## src/design/cic_cfg_pkg.sv

```systemverilog
// CIC decimator sizes plus the rate, growth and rounding helpers shared by the CIC RTL
package cic_cfg_pkg;

  // --------------------------------------------------------------------------
  // filter dimensions
  // --------------------------------------------------------------------------

  // integrator/comb pairs
  localparam int cic_stages = 5;
  // adc sample width
  localparam int in_width = 18;
  // 18 bits in plus up to 20 bits growth, with spare headroom
  localparam int acc_width = 45;
  // decimated sample width
  localparam int out_width = 18;

  // largest factor of the power-of-two family
  localparam int max_factor = 16;
  // input sample counter, counts 0 .. factor-1
  localparam int cnt_width = $clog2(max_factor);

  // --------------------------------------------------------------------------
  // rate selection
  // --------------------------------------------------------------------------

  // 0, 1, 2, 3 select decimation by 2, 4, 8, 16
  typedef logic [1:0] dec_code_t;

  // decimation factor for a code
  function automatic int dec_factor(dec_code_t code);
    return 2 << code;
  endfunction

  // bit growth, stages * log2(factor)
  function automatic int dec_growth(dec_code_t code);
    return cic_stages * (int'(code) + 1);
  endfunction

  // index of the rounding bit
  // the kept slice starts one above it
  function automatic int round_lsb(dec_code_t code);
    return in_width + dec_growth(code) - out_width - 1;
  endfunction

endpackage
```

## src/design/rx_types_pkg.sv

```systemverilog
// Receiver sample and output word structs plus the channel count, shared by receiver RTL and testbench
package rx_types_pkg;

  import cic_cfg_pkg::*;

  // --------------------------------------------------------------------------
  // channel numbering
  // --------------------------------------------------------------------------

  // two independent decimators
  localparam int num_chan = 2;
  localparam int chan_width = $clog2(num_chan);

  // channel index carried with every output word
  typedef logic [chan_width-1:0] chan_t;

  // --------------------------------------------------------------------------
  // stream payloads
  // --------------------------------------------------------------------------

  // one decimated sample, decimator to arbiter
  typedef struct packed {
    logic signed [out_width-1:0] sample;
  } dec_sample_t;

  // merged output bus word
  // chan sits above the sample
  typedef struct packed {
    chan_t                       chan;
    logic signed [out_width-1:0] sample;
  } rx_word_t;

endpackage

```

## src/design/rx_top.sv

```systemverilog
// Two-channel receiver front end, two CIC decimators merged by the sample arbiter
`timescale 1ns/1ps

module rx_top
  import cic_cfg_pkg::*, rx_types_pkg::*;
(
  input  logic                       clock,
  input  logic                       rst_all,
  input  logic                       adc_strobe,
  input  logic signed [in_width-1:0] adc_data,
  input  dec_code_t                  dec_sel [num_chan],
  output logic                       out_valid,
  input  logic                       out_ready,
  output rx_word_t                   out_word,
  output logic [num_chan-1:0]        overflow
);

  // per-channel decimator outputs
  logic [num_chan-1:0] dec_valid;
  dec_sample_t         dec_sample [num_chan];

  // --------------------------------------------------------------------------
  // decimators, shared adc stream
  // --------------------------------------------------------------------------

  varcic u_cic0 (
    .clock      (clock),
    .rst_all    (rst_all),
    .in_strobe  (adc_strobe),
    .in_data    (adc_data),
    .dec_sel    (dec_sel[0]),
    .dec_valid  (dec_valid[0]),
    .dec_sample (dec_sample[0])
  );

  varcic u_cic1 (
    .clock      (clock),
    .rst_all    (rst_all),
    .in_strobe  (adc_strobe),
    .in_data    (adc_data),
    .dec_sel    (dec_sel[1]),
    .dec_valid  (dec_valid[1]),
    .dec_sample (dec_sample[1])
  );

  // --------------------------------------------------------------------------
  // merge onto output bus
  // --------------------------------------------------------------------------

  sample_arbiter u_arb (
    .clock     (clock),
    .rst_all   (rst_all),
    .in_valid  (dec_valid),
    .in_sample (dec_sample),
    .out_valid (out_valid),
    .out_ready (out_ready),
    .out_word  (out_word),
    .overflow  (overflow)
  );

endmodule

```

## src/design/sample_arbiter.sv

```systemverilog
// Round-robin merge of per-channel decimated samples onto one valid/ready bus, with overflow flags
`timescale 1ns/1ps

module sample_arbiter
  import rx_types_pkg::*;
(
  input  logic                clock,
  input  logic                rst_all,
  input  logic [num_chan-1:0] in_valid,
  input  dec_sample_t         in_sample [num_chan],
  output logic                out_valid,
  input  logic                out_ready,
  output rx_word_t            out_word,
  output logic [num_chan-1:0] overflow
);

  // --------------------------------------------------------------------------
  // hold registers
  // --------------------------------------------------------------------------

  dec_sample_t         hold [num_chan];
  logic [num_chan-1:0] full;
  // hold emptied by a transfer this cycle
  logic [num_chan-1:0] drain;
  // full and staying full past this edge
  logic [num_chan-1:0] hold_busy;
  logic                xfer;

  assign xfer = out_valid && out_ready;

  always_comb
  begin
    for (int c = 0; c < num_chan; c++)
    begin
      drain[c]     = xfer && (out_word.chan == chan_t'(c));
      hold_busy[c] = full[c] && !drain[c];
    end
  end

  // new sample lands only in a free hold
  // a busy hold keeps its older sample
  always_ff @(posedge clock)
  begin
    for (int c = 0; c < num_chan; c++)
    begin
      if (in_valid[c] && !hold_busy[c])
      begin
        hold[c] <= in_sample[c];
      end
    end
  end

  // --------------------------------------------------------------------------
  // round-robin pick
  // --------------------------------------------------------------------------

  chan_t last_grant;
  chan_t pick;
  logic  pick_any;

  // scan starts one past the last grant
  always_comb
  begin : rr_pick
    chan_t cand;
    pick     = last_grant;
    pick_any = 1'b0;
    for (int i = 1; i <= num_chan; i++)
    begin
      cand = chan_t'((int'(last_grant) + i) % num_chan);
      if (!pick_any && full[cand])
      begin
        pick     = cand;
        pick_any = 1'b1;
      end
    end
  end

  // --------------------------------------------------------------------------
  // control state and output bus
  // --------------------------------------------------------------------------

  always_ff @(posedge clock)
  begin
    if (rst_all)
    begin
      full       <= '0;
      overflow   <= '0;
      out_valid  <= 1'b0;
      last_grant <= chan_t'(num_chan - 1);
    end
    else
    begin
      for (int c = 0; c < num_chan; c++)
      begin
        if (in_valid[c] && !hold_busy[c])
        begin
          full[c] <= 1'b1;
        end
        else if (drain[c])
        begin
          full[c] <= 1'b0;
        end
        // sticky until reset
        if (in_valid[c] && hold_busy[c])
        begin
          overflow[c] <= 1'b1;
        end
      end

      // one word in flight, a new offer only while the bus is idle
      if (xfer)
      begin
        out_valid <= 1'b0;
      end
      else if (!out_valid && pick_any)
      begin
        out_valid  <= 1'b1;
        last_grant <= pick;
      end
    end
  end

  // word payload, frozen while offered
  always_ff @(posedge clock)
  begin
    if (!out_valid && pick_any)
    begin
      out_word.chan   <= pick;
      out_word.sample <= hold[pick].sample;
    end
  end

  // stalled word must not change
  a_stall_stable : assert property (
    @(posedge clock) disable iff (rst_all)
    out_valid && !out_ready |=> out_valid && $stable(out_word)
  ) else $error("out_word changed while stalled");

  // bus idle right after reset
  a_reset_idle : assert property (
    @(posedge clock) rst_all |=> !out_valid
  ) else $error("out_valid high after reset");

endmodule

```

## src/design/varcic.sv

```systemverilog
// Variable-rate five-stage CIC decimator, factor picked by dec_sel; one per receiver channel
`timescale 1ns/1ps

module varcic
  import cic_cfg_pkg::*, rx_types_pkg::*;
(
  input  logic                       clock,
  input  logic                       rst_all,
  input  logic                       in_strobe,
  input  logic signed [in_width-1:0] in_data,
  input  dec_code_t                  dec_sel,
  output logic                       dec_valid,
  output dec_sample_t                dec_sample
);

  // --------------------------------------------------------------------------
  // rate control
  // --------------------------------------------------------------------------

  logic [cnt_width-1:0] sample_cnt;
  logic [cnt_width-1:0] last_cnt;
  // high for one cycle after the D-th input strobe
  logic                 out_strobe;
  // combs just updated, rounding captures next edge
  logic                 comb_done;

  assign last_cnt = cnt_width'(dec_factor(dec_sel) - 1);

  always_ff @(posedge clock)
  begin
    if (rst_all)
    begin
      sample_cnt <= '0;
      out_strobe <= 1'b0;
    end
    else if (in_strobe)
    begin
      // wrap on the D-th sample and fire the output strobe
      if (sample_cnt == last_cnt)
      begin
        sample_cnt <= '0;
        out_strobe <= 1'b1;
      end
      else
      begin
        sample_cnt <= sample_cnt + 1'b1;
        out_strobe <= 1'b0;
      end
    end
    else
    begin
      out_strobe <= 1'b0;
    end
  end

  // two-stage valid pipe behind out_strobe
  // comb update edge, then rounding edge
  always_ff @(posedge clock)
  begin
    if (rst_all)
    begin
      comb_done <= 1'b0;
      dec_valid <= 1'b0;
    end
    else
    begin
      comb_done <= out_strobe;
      dec_valid <= comb_done;
    end
  end

  // --------------------------------------------------------------------------
  // integrator and comb chains
  // --------------------------------------------------------------------------

  logic signed [acc_width-1:0] integ_data [cic_stages+1];
  logic signed [acc_width-1:0] comb_data  [cic_stages+1];

  // sign extend adc sample to accumulator width
  assign integ_data[0] = {{(acc_width-in_width){in_data[in_width-1]}}, in_data};
  // last integrator feeds the comb section
  assign comb_data[0]  = integ_data[cic_stages];

  for (genvar i = 0; i < cic_stages; i++)
  begin : g_stage
    // input rate
    cic_integrator u_integ (
      .clock    (clock),
      .rst_all  (rst_all),
      .strobe   (in_strobe),
      .in_data  (integ_data[i]),
      .out_data (integ_data[i+1])
    );

    // output rate
    cic_comb u_comb (
      .clock    (clock),
      .rst_all  (rst_all),
      .strobe   (out_strobe),
      .in_data  (comb_data[i]),
      .out_data (comb_data[i+1])
    );
  end

  // --------------------------------------------------------------------------
  // output rounding
  // --------------------------------------------------------------------------

  // comb result shifted so the rounding bit lands on bit 0
  logic signed [acc_width-1:0] round_src;

  assign round_src = comb_data[cic_stages] >>> round_lsb(dec_sel);

  // kept slice plus the bit below it, wraps at out_width
  always_ff @(posedge clock)
  begin
    if (comb_done)
    begin
      dec_sample.sample <= round_src[out_width:1] + out_width'(round_src[0]);
    end
  end

  // counter must wrap before reaching the selected factor
  a_cnt_below_factor : assert property (
    @(posedge clock) disable iff (rst_all)
    int'(sample_cnt) < dec_factor(dec_sel)
  ) else $error("varcic sample counter reached factor");

endmodule

```

## src/design/cic_comb.sv

```systemverilog
// Single CIC comb stage, differences its input against the value from the previous strobe
`timescale 1ns/1ps

module cic_comb
  import cic_cfg_pkg::*;
(
  input  logic                        clock,
  input  logic                        rst_all,
  input  logic                        strobe,
  input  logic signed [acc_width-1:0] in_data,
  output logic signed [acc_width-1:0] out_data
);

  // one-deep delay line, value seen at the last strobe
  logic signed [acc_width-1:0] prev_data;

  // registered difference
  // both registers move only on the output-rate strobe
  always_ff @(posedge clock)
  begin
    if (rst_all)
    begin
      out_data  <= '0;
      prev_data <= '0;
    end
    else if (strobe)
    begin
      out_data  <= in_data - prev_data;
      prev_data <= in_data;
    end
  end

endmodule

```

## src/design/cic_integrator.sv

```systemverilog
// Single CIC integrator stage, accumulates its input on each strobe; chained inside varcic
`timescale 1ns/1ps

module cic_integrator
  import cic_cfg_pkg::*;
(
  input  logic                        clock,
  input  logic                        rst_all,
  input  logic                        strobe,
  input  logic signed [acc_width-1:0] in_data,
  output logic signed [acc_width-1:0] out_data
);

  // accumulator is the stage output
  // wraps at acc_width, which is fine for CIC arithmetic
  always_ff @(posedge clock)
  begin
    if (rst_all)
    begin
      out_data <= '0;
    end
    else if (strobe)
    begin
      out_data <= out_data + in_data;
    end
  end

endmodule

```

## config.mk

```make
export PLATFORM = sky130hd
export DESIGN_NAME = rx_top
export DESIGN_NICKNAME = d
export VERILOG_FILES = /design/src/design/cic_cfg_pkg.sv /design/src/design/rx_types_pkg.sv /design/src/design/rx_top.sv /design/src/design/sample_arbiter.sv /design/src/design/varcic.sv /design/src/design/cic_comb.sv /design/src/design/cic_integrator.sv
export SDC_FILE = /design/constraint.sdc
export NUM_CORES = 2
export LEC_CHECK = 0
export BUFFER_PORTS_ARGS = -buffer_cell sky130_fd_sc_hd__buf_2
export CAP_MARGIN = 20
export CORE_AREA = 2 2 503 505
export DETAILED_ROUTE_END_ITERATION = 8
export DIE_AREA = 0 0 505 507
export GPL_ROUTABILITY_DRIVEN = 0
export PLACE_DENSITY_LB_ADDON = 0.25
export SYNTH_ARGS = -nofsm -noshare
export SYNTH_HDL_FRONTEND = slang
export SYNTH_SLANG_ARGS = --single-unit
```

## constraint.sdc

```tcl
create_clock -name clock -period 6.1 [get_ports clock]
set_input_delay 0.915 -clock clock [delete_from_list [all_inputs] [get_ports clock]]
set_output_delay 0.915 -clock clock [all_outputs]
set_load 0.01 [all_outputs]
```

**Word-level counts from Yosys, hierarchy flattened**

Memories as Yosys holds them, arrays and structs flattened. A register that Yosys moved wholly into a read port is not among the register bits.
Index checks and enable logic that the tools add are counted.

- $add $sub $neg: 36
- $mul: 2
- Divide/modulo/power cells: 0
- Order comparisons: 2
- Equality and inequality tests: 2
- Shift-type cells: 4
- Muxes and demuxes: 20
- Bitwise logic cells: 3
- Reductions and logical operators: 22

Operators by type and width:

| kind | count |
|---|---|
| $sub 45x45->45 | 10 |
| $add 45x45->45 | 8 |
| $add 45x18->45 | 2 |
| $sshr 45x32->19 | 2 |
| $add 6x32->32 const A | 2 |
| $mul 4x32->32 const A | 2 |
| $sub 32x2->32 const B | 2 |
| $sub 32x6->32 const B | 2 |
| $add 18x1->18 | 2 |
| $mux 1 | 18 |
| $logic_and 1x1->1 | 11 |
| $add 4x1->4 const B | 2 |
| $eq 4x4->1 | 2 |
| $mux 4 | 2 |
| $shl 2x2->4 const A | 2 |
| $sub 4x2->4 const B | 2 |
| $add 2x1->3 const B | 2 |
| $logic_not 1->1 | 6 |
| $lt 1x2->1 const B | 2 |
| $reduce_bool 2->1 | 2 |
| $reduce_or 2->1 | 2 |
| $not 1->1 | 3 |
| $add 1x1->1 const B | 2 |
| $reduce_and 2->1 | 1 |

- Flip-flop bits (word level): 1407
- Latch bits: 0
- Memory bits (writable): 36
- Bits in read-only memories: 0
- Input bits: 26
- Output and inout port bits: 22
- Word-level logic and storage cells: 139
- Memories kept: 1

Memories:

| name | depth | bits a word | read ports | clocked after Yosys merged registers in | wr ports | RTL line | source |
|---|---|---|---|---|---|---|---|
| u_arb.hold | 2 | 18 | 1 | 1 | 2 | sample_arbiter.sv:21 | `dec_sample_t hold [num_chan];` |

**Logic depth before layout (Yosys ltp)**

- Word-level depth: 9
- Mapped depth: 27
- Depth with buffers taken out: 19

**Hierarchy**

From an unflattened synthesis, not the netlist that was laid out.

- Cells, all modules: 13100
- Area, all modules: 107205.3 um^2

By module, submodules not included:

| module | times used | cells an instance | area an instance (um^2) | sequential area each (um^2) |
|---|---|---|---|---|
| cic_comb (u_cic0.g_stage[3].u_comb ...) | 7 | 711 | 5703.0 | 1801.7 |
| cic_integrator (u_cic0.g_stage[1].u_integ ...) | 8 | 510 | 4042.6 | 900.9 |
| cic_comb (u_cic0.g_stage[1].u_comb ...) | 2 | 700 | 5753.0 | 1801.7 |
| cic_comb (u_cic0.g_stage[0].u_comb) | 1 | 711 | 5928.2 | 1801.7 |
| cic_integrator (u_cic0.g_stage[0].u_integ) | 1 | 513 | 4105.2 | 900.9 |
| cic_integrator (u_cic1.g_stage[4].u_integ) | 1 | 508 | 3983.8 | 900.9 |
| varcic (u_cic0) | 1 | 426 | 3672.3 | 680.7 |
| varcic (u_cic1) | 1 | 382 | 3580.9 | 680.7 |
| sample_arbiter | 1 | 103 | 2167.1 | 1771.7 |

**Least setup slack after synthesis**

OpenSTA, ideal clock, no wires.

- Kind: input to register
- Start point: input dec_sel[2] in the netlist's numbering
- End point: register, netlist name u_cic0.dec_sample[17]
- Setup time: 0.261 ns
- Arrival time: 5.952 ns
- Data required time: 5.839 ns
- Path slack: -0.114 ns
- Stages on the path: 26
- Path buffers: 9
- Path through: buf_4 > buf_4 > clkbuf_1 > inv_1 > ha_1 > buf_2 > buf_4 > buf_2 > clkbuf_1 > clkbuf_1 > mux4_2 > nor2_1 > o311a_1 > a21oi_1 > nor2_1 > a21oi_1 > ha_1 > inv_1 > nor3_2 > and3_1 > and3_1 > nand2b_1 > or3b_1 > buf_2 > nor4_2 > xnor2_1

- Longest elaborated chain between the ends: 7

RTL lines:

| item | RTL line | source |
|---|---|---|
| from (decl) | rx_top.sv:11 | `input dec_code_t dec_sel [num_chan],` |
| $add 2x1->3 | cic_cfg_pkg.sv:36 | `return cic_stages * (int'(code) + 1);` |
| $mul 4x32->32 | cic_cfg_pkg.sv:36 |  |
| $add 6x32->32 | cic_cfg_pkg.sv:42 | `return in_width + dec_growth(code) - out_width - 1;` |
| $sub 32x6->32 | cic_cfg_pkg.sv:42 |  |
| $sub 32x2->32 | cic_cfg_pkg.sv:42 |  |
| $sshr 45x32->19 | varcic.sv:112 | `assign round_src = comb_data[cic_stages] >>> round_lsb(dec_sel);` |
| $add 18x1->18 | varcic.sv:119 | `dec_sample.sample <= round_src[out_width:1] + out_width'(round_src[0]);` |

No other way between the ends.
A chain may end at the register's enable or synchronous reset.

**Worst setup path after layout**

- Start point: input dec_sel[3] in the netlist's numbering
- End point: register, netlist name u_cic0.dec_sample[14]

- Longest elaborated chain between the ends: 7

RTL lines:

| item | RTL line |
|---|---|
| $add 2x1->3 | cic_cfg_pkg.sv:36 |
| $mul 4x32->32 | cic_cfg_pkg.sv:36 |
| $add 6x32->32 | cic_cfg_pkg.sv:42 |
| $sub 32x6->32 | cic_cfg_pkg.sv:42 |
| $sub 32x2->32 | cic_cfg_pkg.sv:42 |
| $sshr 45x32->19 | varcic.sv:112 |
| $add 18x1->18 | varcic.sv:119 |

No other way between the ends.

==> qor.csv <==
stage;metric;value;unit
power_and_ir_drop;Power Dens Cells;239;nW/um^2
detailed_routing;Antenna Violating Nets Remaining;0;
sta;fin crit share;0.774;
global_routing;GRT Total Usage;0.184;
setup_path;CP peak stage delay;0.70;ns
synth;unique cell type count in the Yosys netlist;102;
cts;Clock Path Buffers;3;
global_routing;pin count of the biggest net entering global routing;192;
setup_path;maximum fanout along the worst path;42;
synth;Syn Area/Cell;8.32;sq um
place;Placed Area;105000;sq um
global_routing;initial antenna violation count;1;
synth;Async SR Flop Fraction;0;
die;row count;184;
cts;PostCTS Resize Cnt;0;
cells_and_area;register area;30200;sq um
synth;Mapped Area;102000;sq um
setup_path;Critical Path RT;6.65;ns
synth;Ys Warns;0;
sta;fin crit period;4.72;ns
cts;CTS buffer count;168;
detailed_routing;wire length per cell;15.7;um
cells_and_area;Filler cells;24500;
sta;max-slew violations;0;
cts;Root Buffer;clkbuf_16;
power_and_ir_drop;sequential power share;0.390;
global_routing;vias in the first global route;82000;
die;die height;507;um
synth;Synth Flop Type;dfxtp_1;
power_and_ir_drop;maximum VDD drop;243;uV
synth;largest cells by area after synthesis;dfxtp_1, ha_1, mux2i_1;
die;IO Pins;48;
place;Final HPWL DP;178000;um
cells_and_area;final instance area;111000;sq um
sta;final hold vios;0;
die;Initial Util;0.408;
detailed_routing;Via density;5.45;
detailed_routing;Detailed Route Iter0 Violations;5430;
power_and_ir_drop;leakage power;0.0472;uW
detailed_routing;total number of vias;84500;
detailed_routing;# DRC;0;
sta;RSZ-0062 raised after global routing;false;
die;die area;256000;sq um
setup_path;crit path cell chain;buf_2 -> inv_1 -> ha_4 -> buf_4 -> mux4_2 -> mux2i_1 -> o21a_1 -> a21oi_1 -> ha_1 -> inv_1 -> nor3_2 -> and3_1 -> and3_1 -> nand2b_1 -> or3b_1 -> nor3_1 -> xor2_1;
setup_path;CP max-delay cell;ha_4;
flow_run;MaxCap Viol Count;0;
cts;CTS sink count;1461;
sta;fmax;212;MHz
cts;clock-pin slew on the worst setup and hold paths;0.06;ns
sta;Final TNS setup;0;ns
synth;top-area cell type share of the netlist area;0.268;
power_and_ir_drop;Clk pwr share;0.411;
detailed_routing;drt pass-1 iters;6;
place;Place WS;0.526;ns
sta;Slew HR;0.234;
sta;Slew @ Worst Pin;1.13;ns
place;I/O Buffers;47;
cells_and_area;Multi-input gate area;67300;sq um
cts;Clock Latency Late Sink;0.83;ns
die;Core ar.;250000;sq um
power_and_ir_drop;Sw Pwr;7790;uW
sta;setup ws final;1.38;ns
cells_and_area;nets@finish;13000;
cells_and_area;Area Overhead vs Synth;8.69;%
setup_path;critical path arrival;5.28;ns
global_routing;GRT overflow;0;
cts;CTS tree;done;
synth;register bit total from synthesis;1461;
worst_hold_path;Tightest Hold Check Type;input port to flop;
cells_and_area;layout cell share with drive strength beyond 1;0.0519;
setup_path;Critical Path Sink Type;flop;
synth;post-synth top area cell;dfxtp_1;
sta;Worst Clk Skew;0.0391;ns
cts;H-tree Lvls;4;
setup_path;startpoint types;input port;
setup_path;crit path kind;input port to flop;
power_and_ir_drop;switching share of power;0.292;
status;status;finished, final reports clean;
sta;final setup fails;0;
power_and_ir_drop;Comb power frac;0.199;
power_and_ir_drop;P_int;18800;uW
cts;Post-CTS Setup Inserts;0;
cts;CTS Hold Bufs;0;
synth;Commonest cells post-synth;nor2_1, dfxtp_1, a21oi_1;
die;Die Wd;505;um
synth;synthesized net count;13200;
synth;sequential element share of the synthesized area;0.295;
synth;Post-synth EDFFs;91;
global_routing;global-route wire length before repair;408000;um
power_and_ir_drop;total power;26600;uW
synth;Post-Syn Instances;12300;
synth;most common cell in the netlist;nor2_1;
detailed_routing;final wirelength;243000;um
## cells in the final DEF (no fill, tap or decap), types with 56 or more instances in the layout
cell,netlist,layout
nor3_1,156,156
nand2_1,816,813
or3_1,64,64
nand2b_1,114,114
nand4_1,129,129
o21bai_1,138,138
a211oi_1,165,164
o21a_1,150,150
o211ai_1,59,59
nor2b_1,132,132
ha_1,896,894
mux2i_1,870,869
nor2_1,1579,1575
nand3_1,183,183
o21ai_0,711,711
inv_1,675,673
clkbuf_16,0,168
mux4_2,95,95
edfxtp_1,91,91
dfxtp_1,1370,1368
buf_4,10,58
o31ai_1,56,56
a31oi_1,108,108
xor2_1,303,303
and3_1,112,112
xnor2_1,477,476
a21o_1,560,560
a21oi_1,950,950
## routing by layer
metal	vias to the layer above	wire length, um	GRT usage
met5	-	0	0
met4	0	6770	0.0568
met3	397	8900	0.0222
met2	1628	109000	0.306
met1	39000	118000	0.247
li1	43500	-	-
## power groups by stage
stage / combinational, uW / sequential, uW / clock (uW)
2_1_floorplan: 4290 / 10400 / 0
3_3_place_gp: 5160 / 10600 / 0
3_5_place_dp: 5250 / 10600 / 0
4_1_cts: 5270 / 10400 / 11300
5_1_grt: 5910 / 10400 / 11600
6_report: 5300 / 10400 / 10900
## flip-flops by register name, indices dropped and copies added (netlist names), 18 cells and up
signal	cells
u_cic1.g_stage.u_comb.out_data	225
u_arb.out_word	19
u_cic0.g_stage.u_comb.out_data	225
u_cic1.g_stage.u_comb.prev_data	225
u_cic0.g_stage.u_integ.out_data	225
u_cic0.g_stage.u_comb.prev_data	225
u_arb.hold	36
u_cic0.dec_sample	18
u_cic1.g_stage.u_integ.out_data	225
u_cic1.dec_sample	18
## stage by stage
stage | instances | util | hold slack (ns)
after floorplan | 12300 | - | 0.400
after global placement | 15200 | 0.420 | 0.407
after detailed placement | 15200 | 0.420 | 0.405
after CTS | 15500 | 0.444 | 0.302
after global routing | 15500 | 0.444 | 0.340
final | 15500 | 0.444 | 0.390
## kinds of logic (layout without fill, tap and decap cells)
logic type               Yosys count  after routing  synth area share
AO/OA/AOI/OAI                   3397           3397             0.213
adder cells (fa/ha/maj)          916            916             0.113
other                              0              2                 0
flip-flops                      1461           1461             0.295
XOR/XNOR                         784            784            0.0674
multiplexers                    1002           1002             0.110
AND/OR/NAND/NOR                 3487           3487             0.153
buffers and inverters           1257           1105            0.0479
## cell type report
cell class	instances	area share
repair buffers	114	0.00783
multi-input cells	9586	0.606
clock inverters	84	0.0119
diodes	2	0.0000450
clock buffers	226	0.0427
inverters	681	0.0230
well taps	3348	0.0377
flip-flops and latches	1461	0.271
## path summary, 6_finish.rpt
kind	start	to	slack, ns	cells past startpoint
worst min-delay path	out_ready	u_arb.out_valid$_SDFFE_PP0P_	0.39	3
worst max register to register	u_cic1.g_stage[2].u_comb.out_data[0]$_SDFFE_PP0P_	u_cic1.g_stage[3].u_comb.out_data[44]$_SDFFE_PP0P_	1.56	14
worst max-delay path	dec_sel[3]	u_cic0.dec_sample[14]$_DFFE_PP_	1.38	17
worst min register to register	u_cic0.dec_sample[10]$_DFFE_PP_	u_arb.hold[0][10]$_DFFE_PP_	0.41	0
## worst max-delay path: cells and delay by family
kind                     cells  cell delay [ns]
AND/OR/NAND/NOR              6             1.63
adder cells (fa/ha/maj)      2             0.92
buffers and inverters        4             0.81
multiplexers                 2             0.45
AO/OA/AOI/OAI                2             0.40
XOR/XNOR                     1             0.11
(Power assumes the default switching activity.)
